`src/verilog/cpu_isa_pkg.sv`:
```
//////////////////////////////////////////////////
// Integer ISA encoding
// Word and register types, opcode and funct values
// and the bit positions of the instruction fields
//////////////////////////////////////////////////

package cpu_isa_pkg;

    typedef logic [31:0] word_t;
    typedef logic [4:0]  reg_addr_t;
    typedef logic [5:0]  opcode_t;
    typedef logic [5:0]  funct_t;

    localparam reg_addr_t REG_ZERO = 5'd0;

    // Primary opcodes
    localparam opcode_t OP_SPECIAL = 6'h00;  // R-type, operation in funct
    localparam opcode_t OP_ADDIU   = 6'h09;
    localparam opcode_t OP_SLTI    = 6'h0a;
    localparam opcode_t OP_SLTIU   = 6'h0b;
    localparam opcode_t OP_ANDI    = 6'h0c;
    localparam opcode_t OP_ORI     = 6'h0d;
    localparam opcode_t OP_XORI    = 6'h0e;
    localparam opcode_t OP_LUI     = 6'h0f;

    // SPECIAL funct codes
    localparam funct_t FN_SLL  = 6'h00;
    localparam funct_t FN_SRL  = 6'h02;
    localparam funct_t FN_SRA  = 6'h03;
    localparam funct_t FN_ADDU = 6'h21;
    localparam funct_t FN_SUBU = 6'h23;
    localparam funct_t FN_AND  = 6'h24;
    localparam funct_t FN_OR   = 6'h25;
    localparam funct_t FN_XOR  = 6'h26;
    localparam funct_t FN_NOR  = 6'h27;
    localparam funct_t FN_SLT  = 6'h2a;
    localparam funct_t FN_SLTU = 6'h2b;

    // Field positions inside the instruction word
    localparam int OPC_MSB   = 31;
    localparam int OPC_LSB   = 26;
    localparam int RS_MSB    = 25;
    localparam int RS_LSB    = 21;
    localparam int RT_MSB    = 20;
    localparam int RT_LSB    = 16;
    localparam int RD_MSB    = 15;
    localparam int RD_LSB    = 11;
    localparam int SHAMT_MSB = 10;
    localparam int SHAMT_LSB = 6;
    localparam int FUNCT_MSB = 5;
    localparam int FUNCT_LSB = 0;
    localparam int IMM_MSB   = 15;
    localparam int IMM_LSB   = 0;

endpackage

```
`src/verilog/cpu_ctrl_pkg.sv`:
```
//////////////////////////////////////////////////
// Internal control encoding
// ALU operation codes and operand B sources
//////////////////////////////////////////////////

package cpu_ctrl_pkg;

    typedef enum logic [3:0] {
        ALU_ADD  = 4'd0,
        ALU_SUB  = 4'd1,
        ALU_AND  = 4'd2,
        ALU_OR   = 4'd3,
        ALU_XOR  = 4'd4,
        ALU_NOR  = 4'd5,
        ALU_SLT  = 4'd6,   // Signed compare
        ALU_SLTU = 4'd7,   // Unsigned compare
        ALU_SLL  = 4'd8,
        ALU_SRL  = 4'd9,
        ALU_SRA  = 4'd10,
        ALU_LUI  = 4'd11
    } alu_op_e;

    // SRC_SHAMT also moves rt to operand B and shamt to operand A
    typedef enum logic [1:0] {
        SRC_REG      = 2'd0,
        SRC_SIGN_IMM = 2'd1,
        SRC_ZERO_IMM = 2'd2,
        SRC_SHAMT    = 2'd3
    } src_b_e;

endpackage

```
`src/verilog/cpu_buses.sv`:
```
//////////////////////////////////////////////////
// Pipeline bundles
// Decode to execute operand bundle and the
// writeback bundle seen by the register file,
// the bypass unit and the debug trace
//////////////////////////////////////////////////

`timescale 1ns/1ps

interface decode_bus_if import cpu_isa_pkg::*, cpu_ctrl_pkg::*; ();

    logic      valid;
    alu_op_e   alu_op;
    word_t     operand_a;
    word_t     operand_b;
    reg_addr_t waddr;
    logic      wen;       // Only set for a real write to a nonzero register
    word_t     inst;

    modport producer (
        output valid, alu_op, operand_a, operand_b, waddr, wen, inst
    );

    modport consumer (
        input valid, alu_op, operand_a, operand_b, waddr, wen, inst
    );

endinterface

interface wb_bus_if import cpu_isa_pkg::*; ();

    logic      valid;
    logic      wen;
    reg_addr_t waddr;
    word_t     wdata;
    word_t     inst;      // Retired instruction word for the trace

    modport producer (output valid, wen, waddr, wdata, inst);
    modport sink     (input  valid, wen, waddr, wdata, inst);

endinterface

```
`src/verilog/alu.sv`:
```
//////////////////////////////////////////////////
// ALU
// Wrapping add and subtract, bitwise logic,
// compares, shifts and LUI
//////////////////////////////////////////////////

`timescale 1ns/1ps

module alu
    import cpu_isa_pkg::*, cpu_ctrl_pkg::*;
(
    input  alu_op_e op,
    input  word_t   a,
    input  word_t   b,
    output word_t   result
);

    logic [4:0] sa;

    assign sa = a[4:0];  // Shift amount comes in on a

    always_comb begin
        case (op)
            ALU_ADD:  result = a + b;
            ALU_SUB:  result = a - b;
            ALU_AND:  result = a & b;
            ALU_OR:   result = a | b;
            ALU_XOR:  result = a ^ b;
            ALU_NOR:  result = ~(a | b);
            ALU_SLT:  result = {31'd0, $signed(a) < $signed(b)};
            ALU_SLTU: result = {31'd0, a < b};
            ALU_SLL:  result = b << sa;
            ALU_SRL:  result = b >> sa;
            ALU_SRA:  result = $signed(b) >>> sa;
            ALU_LUI:  result = {b[15:0], 16'h0000};
            default:  result = '0;
        endcase
    end

endmodule

```
`src/verilog/reg_file.sv`:
```
//////////////////////////////////////////////////
// Register file
// 31 writable registers, register zero reads zero,
// written from the writeback bundle
//////////////////////////////////////////////////

`timescale 1ns/1ps

module reg_file
    import cpu_isa_pkg::*;
(
    input  logic      clk,
    input  logic      reset,
    wb_bus_if.sink    wb,
    input  reg_addr_t rs_addr,
    input  reg_addr_t rt_addr,
    output word_t     rs_data,
    output word_t     rt_data
);

    word_t regs [1:31];

    always_ff @(posedge clk) begin
        if (reset) begin
            for (int i = 1; i < 32; i++) begin
                regs[i] <= '0;
            end
        end else if (wb.valid && wb.wen && (wb.waddr != REG_ZERO)) begin
            regs[wb.waddr] <= wb.wdata;
        end
    end

    assign rs_data = (rs_addr == REG_ZERO) ? '0 : regs[rs_addr];
    assign rt_data = (rt_addr == REG_ZERO) ? '0 : regs[rt_addr];

    // Decode must never let a write to register zero reach this far
    a_no_zero_write: assert property (@(posedge clk) disable iff (reset)
        (wb.valid && wb.wen) |-> (wb.waddr != REG_ZERO));

endmodule

```
`src/verilog/bypass_unit.sv`:
```
//////////////////////////////////////////////////
// Operand bypass
// Returns the newest value of each source register
// from execute, writeback or the register file
//////////////////////////////////////////////////

`timescale 1ns/1ps

module bypass_unit
    import cpu_isa_pkg::*;
(
    input  reg_addr_t      rs_addr,
    input  reg_addr_t      rt_addr,
    input  word_t          rs_data,
    input  word_t          rt_data,
    decode_bus_if.consumer exe,
    input  word_t          exe_result,
    wb_bus_if.sink         wb,
    output word_t          rs_value,
    output word_t          rt_value
);

    logic exe_hit_rs;
    logic exe_hit_rt;
    logic wb_hit_rs;
    logic wb_hit_rt;

    // wen is already clear for bubbles and register zero
    assign exe_hit_rs = exe.wen && (exe.waddr == rs_addr);
    assign exe_hit_rt = exe.wen && (exe.waddr == rt_addr);

    assign wb_hit_rs = wb.valid && wb.wen && (wb.waddr == rs_addr);
    assign wb_hit_rt = wb.valid && wb.wen && (wb.waddr == rt_addr);

    // Newest first
    assign rs_value = exe_hit_rs ? exe_result :
                      wb_hit_rs  ? wb.wdata   :
                                   rs_data;

    assign rt_value = exe_hit_rt ? exe_result :
                      wb_hit_rt  ? wb.wdata   :
                                   rt_data;

endmodule

```
`src/verilog/decode_stage.sv`:
```
//////////////////////////////////////////////////
// Decode stage
// Latches each strobed instruction, decodes its
// fields, extends the immediate and builds the
// operand bundle handed to execute
//////////////////////////////////////////////////

`timescale 1ns/1ps

module decode_stage
    import cpu_isa_pkg::*, cpu_ctrl_pkg::*;
(
    input  logic           clk,
    input  logic           reset,
    input  logic           inst_valid,
    input  word_t          inst,
    output reg_addr_t      rs_addr,
    output reg_addr_t      rt_addr,
    input  word_t          rs_value,
    input  word_t          rt_value,
    decode_bus_if.producer dec
);

    logic      valid_q;
    word_t     inst_q;
    opcode_t   opcode;
    funct_t    funct;
    reg_addr_t rd_addr;
    logic [4:0] shamt;
    logic [15:0] imm;
    word_t     sign_imm;
    word_t     zero_imm;
    alu_op_e   alu_op;
    src_b_e    src_b;
    logic      known;      // Encoding is supported
    logic      rd_dest;    // R-type writes rd, I-type writes rt
    reg_addr_t waddr;

    always_ff @(posedge clk) begin
        if (reset) begin
            valid_q <= 1'b0;
        end else begin
            valid_q <= inst_valid;  // Low strobe leaves a bubble
        end
    end

    always_ff @(posedge clk) begin
        if (inst_valid) begin
            inst_q <= inst;
        end
    end

    assign opcode  = inst_q[OPC_MSB:OPC_LSB];
    assign funct   = inst_q[FUNCT_MSB:FUNCT_LSB];
    assign rs_addr = inst_q[RS_MSB:RS_LSB];
    assign rt_addr = inst_q[RT_MSB:RT_LSB];
    assign rd_addr = inst_q[RD_MSB:RD_LSB];
    assign shamt   = inst_q[SHAMT_MSB:SHAMT_LSB];
    assign imm     = inst_q[IMM_MSB:IMM_LSB];

    assign sign_imm = {{16{imm[15]}}, imm};
    assign zero_imm = {16'h0000, imm};

    always_comb begin
        alu_op  = ALU_ADD;
        known   = 1'b1;
        rd_dest = 1'b0;
        case (opcode)
            OP_SPECIAL: begin
                rd_dest = 1'b1;
                case (funct)
                    FN_ADDU: alu_op = ALU_ADD;
                    FN_SUBU: alu_op = ALU_SUB;
                    FN_AND:  alu_op = ALU_AND;
                    FN_OR:   alu_op = ALU_OR;
                    FN_XOR:  alu_op = ALU_XOR;
                    FN_NOR:  alu_op = ALU_NOR;
                    FN_SLT:  alu_op = ALU_SLT;
                    FN_SLTU: alu_op = ALU_SLTU;
                    FN_SLL:  alu_op = ALU_SLL;
                    FN_SRL:  alu_op = ALU_SRL;
                    FN_SRA:  alu_op = ALU_SRA;
                    default: known  = 1'b0;
                endcase
            end
            OP_ADDIU: alu_op = ALU_ADD;
            OP_SLTI:  alu_op = ALU_SLT;
            OP_SLTIU: alu_op = ALU_SLTU;   // Immediate still sign extended
            OP_ANDI:  alu_op = ALU_AND;
            OP_ORI:   alu_op = ALU_OR;
            OP_XORI:  alu_op = ALU_XOR;
            OP_LUI:   alu_op = ALU_LUI;
            default:  known  = 1'b0;
        endcase
    end

    // Logic ops and LUI zero extend, arithmetic and compares sign extend
    always_comb begin
        if (opcode == OP_SPECIAL) begin
            src_b = (funct inside {FN_SLL, FN_SRL, FN_SRA}) ? SRC_SHAMT : SRC_REG;
        end else if (opcode inside {OP_ANDI, OP_ORI, OP_XORI, OP_LUI}) begin
            src_b = SRC_ZERO_IMM;
        end else begin
            src_b = SRC_SIGN_IMM;
        end
    end

    always_comb begin
        dec.operand_a = rs_value;
        case (src_b)
            SRC_SIGN_IMM: dec.operand_b = sign_imm;
            SRC_ZERO_IMM: dec.operand_b = zero_imm;
            SRC_SHAMT: begin
                dec.operand_a = {27'd0, shamt};  // Shift amount
                dec.operand_b = rt_value;        // Value to shift
            end
            default: dec.operand_b = rt_value;
        endcase
    end

    assign waddr = rd_dest ? rd_addr : rt_addr;

    assign dec.valid  = valid_q;
    assign dec.alu_op = alu_op;
    assign dec.waddr  = waddr;
    assign dec.wen    = valid_q && known && (waddr != REG_ZERO);
    assign dec.inst   = inst_q;

    // A valid instruction never picks up an unknown operand
    a_operands_known: assert property (@(posedge clk) disable iff (reset)
        dec.valid |-> !$isunknown({rs_value, rt_value}));

endmodule

```
`src/verilog/execute_stage.sv`:
```
//////////////////////////////////////////////////
// Execute stage
// Registers the decode bundle, runs the ALU and
// loads the writeback bundle behind it
//////////////////////////////////////////////////

`timescale 1ns/1ps

module execute_stage
    import cpu_isa_pkg::*, cpu_ctrl_pkg::*;
(
    input  logic           clk,
    input  logic           reset,
    decode_bus_if.consumer dec,
    decode_bus_if.producer exe_bus,
    output word_t          exe_result,
    wb_bus_if.producer     wb
);

    logic      exe_valid;
    logic      exe_wen;
    alu_op_e   exe_op;
    word_t     exe_a;
    word_t     exe_b;
    reg_addr_t exe_waddr;
    word_t     exe_inst;

    always_ff @(posedge clk) begin
        if (reset) begin
            exe_valid <= 1'b0;
            exe_wen   <= 1'b0;
            wb.valid  <= 1'b0;
            wb.wen    <= 1'b0;
        end else begin
            exe_valid <= dec.valid;
            exe_wen   <= dec.wen;
            wb.valid  <= exe_valid;
            wb.wen    <= exe_wen;
        end
    end

    always_ff @(posedge clk) begin
        exe_op    <= dec.alu_op;
        exe_a     <= dec.operand_a;
        exe_b     <= dec.operand_b;
        exe_waddr <= dec.waddr;
        exe_inst  <= dec.inst;
        wb.waddr  <= exe_waddr;
        wb.wdata  <= exe_result;
        wb.inst   <= exe_inst;
    end

    alu u_alu (
        .op     (exe_op),
        .a      (exe_a),
        .b      (exe_b),
        .result (exe_result)
    );

    // Registered copy for the bypass unit
    assign exe_bus.valid     = exe_valid;
    assign exe_bus.alu_op    = exe_op;
    assign exe_bus.operand_a = exe_a;
    assign exe_bus.operand_b = exe_b;
    assign exe_bus.waddr     = exe_waddr;
    assign exe_bus.wen       = exe_wen;
    assign exe_bus.inst      = exe_inst;

    // A write enable only ever travels with a valid instruction
    a_wb_wen_valid: assert property (@(posedge clk) disable iff (reset)
        wb.wen |-> wb.valid);

endmodule

```
`src/verilog/cpu_top.sv`:
```
//////////////////////////////////////////////////
// Integer pipeline top
// Three stages, decode, execute and writeback,
// with the retired instruction on the debug trace
//////////////////////////////////////////////////

`timescale 1ns/1ps

module cpu_top
    import cpu_isa_pkg::*;
(
    input  logic      clk,
    input  logic      reset,
    input  logic      inst_valid,
    input  word_t     inst,
    output logic      debug_wb_valid,
    output word_t     debug_wb_inst,
    output logic      debug_wb_rf_wen,
    output reg_addr_t debug_wb_rf_wnum,
    output word_t     debug_wb_rf_wdata
);

    reg_addr_t rs_addr;
    reg_addr_t rt_addr;
    word_t     rs_data;
    word_t     rt_data;
    word_t     rs_value;
    word_t     rt_value;
    word_t     exe_result;

    decode_bus_if dec_bus ();  // Decode outputs
    decode_bus_if exe_bus ();  // Copy held in execute
    wb_bus_if     wb_bus ();

    decode_stage u_decode (
        .clk        (clk),
        .reset      (reset),
        .inst_valid (inst_valid),
        .inst       (inst),
        .rs_addr    (rs_addr),
        .rt_addr    (rt_addr),
        .rs_value   (rs_value),
        .rt_value   (rt_value),
        .dec        (dec_bus.producer)
    );

    bypass_unit u_bypass (
        .rs_addr    (rs_addr),
        .rt_addr    (rt_addr),
        .rs_data    (rs_data),
        .rt_data    (rt_data),
        .exe        (exe_bus.consumer),
        .exe_result (exe_result),
        .wb         (wb_bus.sink),
        .rs_value   (rs_value),
        .rt_value   (rt_value)
    );

    reg_file u_reg_file (
        .clk        (clk),
        .reset      (reset),
        .wb         (wb_bus.sink),
        .rs_addr    (rs_addr),
        .rt_addr    (rt_addr),
        .rs_data    (rs_data),
        .rt_data    (rt_data)
    );

    execute_stage u_execute (
        .clk        (clk),
        .reset      (reset),
        .dec        (dec_bus.consumer),
        .exe_bus    (exe_bus.producer),
        .exe_result (exe_result),
        .wb         (wb_bus.producer)
    );

    assign debug_wb_valid    = wb_bus.valid;
    assign debug_wb_inst     = wb_bus.inst;
    assign debug_wb_rf_wen   = wb_bus.wen;
    assign debug_wb_rf_wnum  = wb_bus.waddr;
    assign debug_wb_rf_wdata = wb_bus.wdata;

endmodule

```
`config.mk`:
```
export PLATFORM = sky130hd
export DESIGN_NAME = cpu_top
export DESIGN_NICKNAME = d
export VERILOG_FILES = /design/src/verilog/cpu_isa_pkg.sv /design/src/verilog/cpu_ctrl_pkg.sv /design/src/verilog/cpu_buses.sv /design/src/verilog/alu.sv /design/src/verilog/reg_file.sv /design/src/verilog/bypass_unit.sv /design/src/verilog/decode_stage.sv /design/src/verilog/execute_stage.sv /design/src/verilog/cpu_top.sv
export SDC_FILE = /design/constraint.sdc
export NUM_CORES = 2
export LEC_CHECK = 0
export ABC_CLOCK_PERIOD_IN_PS = 4050
export BUFFER_PORTS_ARGS = -buffer_cell sky130_fd_sc_hd__buf_2
export CAP_MARGIN = 25
export CORE_ASPECT_RATIO = 0.5
export CORE_MARGIN = 2
export CORE_UTILIZATION = 51
export DETAILED_ROUTE_END_ITERATION = 7
export PLACE_DENSITY = 0.69
export REMOVE_ABC_BUFFERS = 1
export SYNTH_ARGS = -nofsm -noshare
export SYNTH_HDL_FRONTEND = slang
export SYNTH_SLANG_ARGS = --single-unit
```
`constraint.sdc`:
```
create_clock -name clk -period 4.05 [get_ports clk]
set_clock_uncertainty 0.15 [all_clocks]
set_input_delay 0.2025 -clock clk [delete_from_list [all_inputs] [get_ports clk]]
set_output_delay 0.2025 -clock clk [all_outputs]
set_load 0.03 [all_outputs]
```
# --- Word level (Yosys, flattened, before mapping) ---
# Memories as Yosys holds them, arrays and structs flattened. A register that Yosys moved wholly into a read port is not among the register bits.
# Index checks and enable logic that the tools add are counted.
classes:
  n_addsub: 2
  n_mul: 0
  n_div: 0
  n_lt_le_gt_ge: 2
  n_eq_ne: 35
  n_shift: 3
  muxes: 28
  n_bitwise: 4
  n_reduce_logical: 20
ops:
  columns: ["cell", "n"]
  rows:
  - ["$pmux 32 s12", 1]
  - ["$mux 32", 7]
  - ["$lt 32x32->1", 2]
  - ["$pmux 32 s2", 1]
  - ["$eq 6x6->1 const B", 8]
  - ["$eq 6x4->1 const B", 7]
  - ["$pmux 4 s10", 1]
  - ["$add 32x32->32", 1]
  - ["$and 32x32->32", 1]
  - ["$not 32->32", 1]
  - ["$or 32x32->32", 1]
  - ["$reduce_or 32->1", 1]
  - ["$shl 32x5->32", 1]
  - ["$shr 32x5->32", 1]
  - ["$sshr 32x5->32", 1]
  - ["$sub 32x32->32", 1]
  - ["$xor 32x32->32", 1]
  - ["$pmux 4 s7", 1]
  - ["$mux 5", 5]
  - ["$eq 5x5->1", 4]
  - ["$eq 4x3->1 const B", 4]
  - ["$eq 4x4->1 const B", 4]
  - ["$eq 6x2->1 const B", 2]
  - ["$logic_not 6->1", 2]
  - ["other kinds (15)", 35]
totals:
  register_bits: 211
  latchBits: 0
  ramBits: 992
  rom_bits: 0
  input_bits: 35
  output_inout_bits: 71
  wordCells: 110
  mem_count: 1
mem_list:
  columns: ["memory", "words", "width", "read_ports", "rd_ports_with_merged_regs", "wr", "line", "source"]
  rows:
  - ["u_reg_file.regs", 31, 32, 2, 2, 31, "reg_file.sv:21", "word_t regs [1:31];"]

# --- Longest topological paths before layout ---
logic_depth:
  ltp_word: 7
  depth_mapped: 17
  ltp_nobuf: 14

# --- Hierarchy ---
# Synthesis repeated with hierarchy kept, for this count alone.
hier_totals:
  hier_cells: 5844
  area_unflattened_um2: 71142.0
modules_own_cells:
  columns: ["module", "instances", "cells_each", "area_per_inst_um2", "seq_area_each_um2"]
  rows:
  - ["reg_file", 1, 3761, 54583.6, 30749.5]
  - ["alu", 1, 1366, 8958.6, 0.0]
  - ["execute_stage", 1, 182, 3588.4, 3563.4]
  - ["decode_stage", 1, 198, 2059.5, 980.9]
  - ["bypass_unit", 1, 337, 1951.9, 0.0]

# --- Worst setup path after synthesis ---
# Ideal clock, no wire load.
synth_timing:
  path_type: "register -> register"
  startpoint: "reg u_execute.exe_a[1], in the netlist u_execute.exe_bus.operand_a[1]"
  endpoint: "reg u_execute.exe_b[21], in the netlist u_execute.exe_bus.operand_b[21]"
  arrival_time_ns: 3.739
  required_time_ns: 3.774
  setup_slack_ns: 0.034
  path_stages_with_launch: 16
  path_buffers: 3
  cell_sequence: "dfxtp_1 -> buf_2 -> inv_2 -> buf_1 -> clkbuf_1 -> ha_1 -> a21o_1 -> and4_1 -> or2_2 -> a21oi_2 -> o21ai_1 -> a221o_1 -> a221o_1 -> a211o_1 -> o21ai_1 -> o21ai_1"
synth_via:
  elab_chain_len: 4
synth_lines:
  columns: ["element", "line", "source"]
  rows:
  - ["start, declared", "execute_stage.sv:23", "word_t exe_a;"]
  - ["start signal, assigned", "execute_stage.sv:44", "exe_a <= dec.operand_a;"]
  - ["$sub 32x32->32 (tied with other cells)", "alu.sv:25", "ALU_SUB: result = a - b;"]
  - ["$pmux 32 s12 (*)", "alu.sv:23", "case (op)"]
  - ["net exe_result[21]", "cpu_top.sv:29", "word_t exe_result;"]
  - ["$mux 32 (*)", "bypass_unit.sv:40", "assign rt_value = exe_hit_rt ? exe_result :"]
  - ["$pmux 32 s2 (*)", "decode_stage.sv:110", "case (src_b)"]
  - ["net dec_bus.operand_b[21]", "cpu_buses.sv:15", "word_t operand_b;"]
  - ["end signal, assigned", "execute_stage.sv:45", "exe_b <= dec.operand_b;"]
  - ["end, declared", "execute_stage.sv:24", "word_t exe_b;"]
# The timed path passes the listed nets; every way through them passes the cells marked *.
# A chain may end at the register's enable or synchronous reset.

# --- Worst setup path after layout ---
layout_timing:
  startpoint: "reg u_execute.exe_a[6], in the netlist u_execute.exe_bus.operand_a[6]"
  endpoint: "reg u_execute.exe_b[19], in the netlist u_execute.exe_bus.operand_b[19]"
layout_via:
  elab_chain_len: 4
layout_lines:
  columns: ["element", "line"]
  rows:
  - ["$sub 32x32->32 / $add 32x32->32 (equally long branches)", "alu.sv:25, alu.sv:24"]
  - ["$pmux 32 s12 (*)", "alu.sv:23"]
  - ["$mux 32 (*)", "bypass_unit.sv:40"]
  - ["$pmux 32 s2 (*)", "decode_stage.sv:110"]
  - ["net dec_bus.operand_b[19]", "cpu_buses.sv:15"]
# Marked as above.

==> reports/summary.txt <==
Crit path required time -> 4.51 ns
Final Setup Violations -> 0
Hold Crit Class -> in2reg
drt total wl -> 248700 um
number of global-route vias before repair -> 48790
VDD IR max -> 0.0003623 V
first-pass GRT wire length -> 351700 um
Core ar. -> 136900 um2
register area share after synthesis -> 50.53%
ys async rst share -> 0%
initial antenna violation count -> 16
share of cells above drive strength 1 -> 27.18%
Post-synth top cells -> edfxtp_1 (1056), and2_1 (1006), mux4_2 (674)
post-synth top area share -> 45.14%
port bufs -> 105
worst skew pair latency -> 0.78 ns
vias per cell -> 6.833
cell area after synthesis -> 70250 um2
pin count of the biggest net entering global routing -> 82
Crit Path Max Fanout -> 10
CTS Root Cell -> clkbuf_16
area grow syn2layout -> 12.92%
worst stage delay on the critical path -> 0.45 ns
DP Worst Slack -> 0.06732 ns
Max Freq -> 254.5 MHz
placer congestion estimate -> 0.9691
Logic pwr share -> 31.7%
#FFs+latches synth -> 1245
Worst slew margin -> 31.54%
Netlist cell types -> 90
Arrival @ worst endpoint -> 4.39 ns
final slew viol count -> 0
hold_ws -> 0.02655 ns
TritonCTS Buffers -> 109
fin crit period -> 3.930 ns
status -> complete, but fails checks
Cell Int Power -> 25540 uW
die width -> 528.9 um
failing checks -> design-rule violations
cells after synthesis -> 5177
final hold violations -> 0
Reg power frac -> 39.5%
Initial Utilization -> 51.30%
vias after detailed routing -> 49490
DRT iter0 DRCs -> 7866
average cell area after synthesis -> 13.57 um2
Die H -> 266.4 um
final core utilization -> 57.93%
unrepaired setup endpoints after global routing -> no
critical path class -> reg2reg
clk buf depth -> 3
CTS tree -> done
ranking of synthesized cells by area -> edfxtp_1 (45%), mux4_2 (22%), and2_1 (9.0%)
DRT antenna net count -> 0
top-count cell post-synth -> edfxtp_1
Rows -> 96
Die Area -> 140900 um2
final setup margin -> 0.1202 ns
Clock Power Share -> 28.8%
PwrDens -> 500.2 nW/um2
Worst Setup End Kind -> register
leading area contributor after synthesis -> edfxtp_1
crit share post-route -> 97.03%
critical path's most frequent cell -> a21oi_1
routed len/inst -> 34.34 um
layout net count -> 5472
Switching Fraction -> 35.62%
Bufs and invs on worst path -> 1
I/O pin total -> 106
CP top delay family -> compound AO/OA/AOI/OAI gates
Post-synth EDFFs -> 1056
drt pass-1 iters -> 8
# DRC -> 3
CP cell instances -> inv_1 > ha_1 > a21o_1 > a311oi_2 > nor2_1 > a211o_1 > a21oi_1 > o21ai_0 > a221o_1 > a21oi_1 > nand2_1 > a31o_2
Startpoint Class -> register
hpwl dp -> 161100 um
crit path max-delay cell type -> ha_1
Synth warnings -> 0
total grt overflow -> 0
leakage power -> 0.02940 uW
clk slew on worst S/H paths -> 0.07 ns
MaxCap Viol Count -> 0
fillers -> 10550
net load switching power -> 14130 uW
H-tree depth -> 3
Main synth FF type -> edfxtp_1
CTS sink count -> 1245
Tightest Pin Transition -> 1.027 ns
Total GRT Usage -> 35.17%
==> registers in the layout, indices dropped and copies added (netlist names), 32 cells and up, named ones only <==
register	flops
u_decode.dec.inst	32
u_execute.exe_bus.inst	32
u_execute.exe_bus.operand_a	32
u_execute.exe_bus.operand_b	32
u_execute.wb.inst	32
u_execute.wb.wdata	32
u_reg_file.regs	1024
==> per-stage QoR <==
step                TNS, ns  std cells  cell area [um2]  total power [uW]
finish                    0       7243            79320             39670
floorplan           -570.47       4707            68360             23050
CTS                       0       7233            79130             39120
global placement          0       6984            74800             27680
global route              0       7239            79310             40730
detailed placement        0       6986            74860             27870
==> cells in the final DEF, fill, tap and decap left out, types with 105 or more instances in the layout <==
| master | instances |
|---|---|
| mux2i_1 | 129 |
| inv_1 | 105 |
| and2_1 | 1006 |
| nand2_1 | 177 |
| a21oi_1 | 191 |
| clkbuf_16 | 114 |
| edfxtp_1 | 1056 |
| dfxtp_1 | 171 |
| buf_4 | 308 |
| ha_1 | 105 |
| o21ai_0 | 167 |
| mux4_2 | 674 |
| nor2_1 | 186 |
| buf_2 | 105 |
==> final timing paths <==
check / from / end / slack, ns / depth (start not counted)
min reg2reg: u_execute.exe_bus.inst[3] / u_execute.wb.inst[3] / 0.17 / 0
min: inst[30] / u_decode.dec.inst[30] / 0.03 / 2
max: u_execute.exe_bus.operand_a[6] / u_execute.exe_bus.operand_b[19] / 0.12 / 12
max reg2reg: u_execute.exe_bus.operand_a[6] / u_execute.exe_bus.operand_b[19] / 0.12 / 12
==> power by group through the flow <==
stage	logic [uW]	registers [uW]	clock network (uW)
2_1_floorplan	5980	17100	0
3_3_place_gp	11600	16000	0
3_5_place_dp	11800	16100	0
4_1_cts	11900	15800	11400
5_1_grt	13100	15800	11900
6_report	12600	15700	11400
==> repair_timing <==
| action | in CTS | in global routing |
|---|---|---|
| endpoints found under the setup margin | 0 | 11 |
| hold buffers | 40 | 1 |
| endpoints found under the hold margin | 46 | 21 |
| resized for setup | 0 | 8 |
| setup buffers | 0 | 0 |
==> kinds of logic (layout without fill, tap and decap cells) <==
logic type,Yosys count,after routing,share of synthesized area [%]
multiplexers,840,840,24.05
other,1,36,0.005338
adder cells (fa/ha/maj),107,107,1.927
XOR/XNOR,31,31,0.3865
AND/OR/NAND/NOR,1632,1632,13.08
flip-flops,1245,1245,50.53
buffers and inverters,609,827,3.434
AO/OA/AOI/OAI,712,712,6.589
==> per-layer routing <==
metal / vias to the layer above / GRT usage (%) / share of wire, %
met5: - / 0 / 0.022
met3: 570 / 11.08 / 14
li1: 20040 / - / -
met4: 8 / 11.93 / 3.7
met1: 25320 / 48.00 / 37
met2: 3555 / 53.61 / 45
==> area by class of cell <==
class	count	area, um2	area share, %
clock buffer	135	2972	3.746
tap	1813	2268	2.860
multi-input combinational	3354	32760	41.30
antenna	4	10.01	0.01262
inverter	108	405.4	0.5111
clock inverter	72	904.6	1.140
timing repair buffer	512	4462	5.625
sequential	1245	35540	44.80
Power figures use the tool's default switching activity.
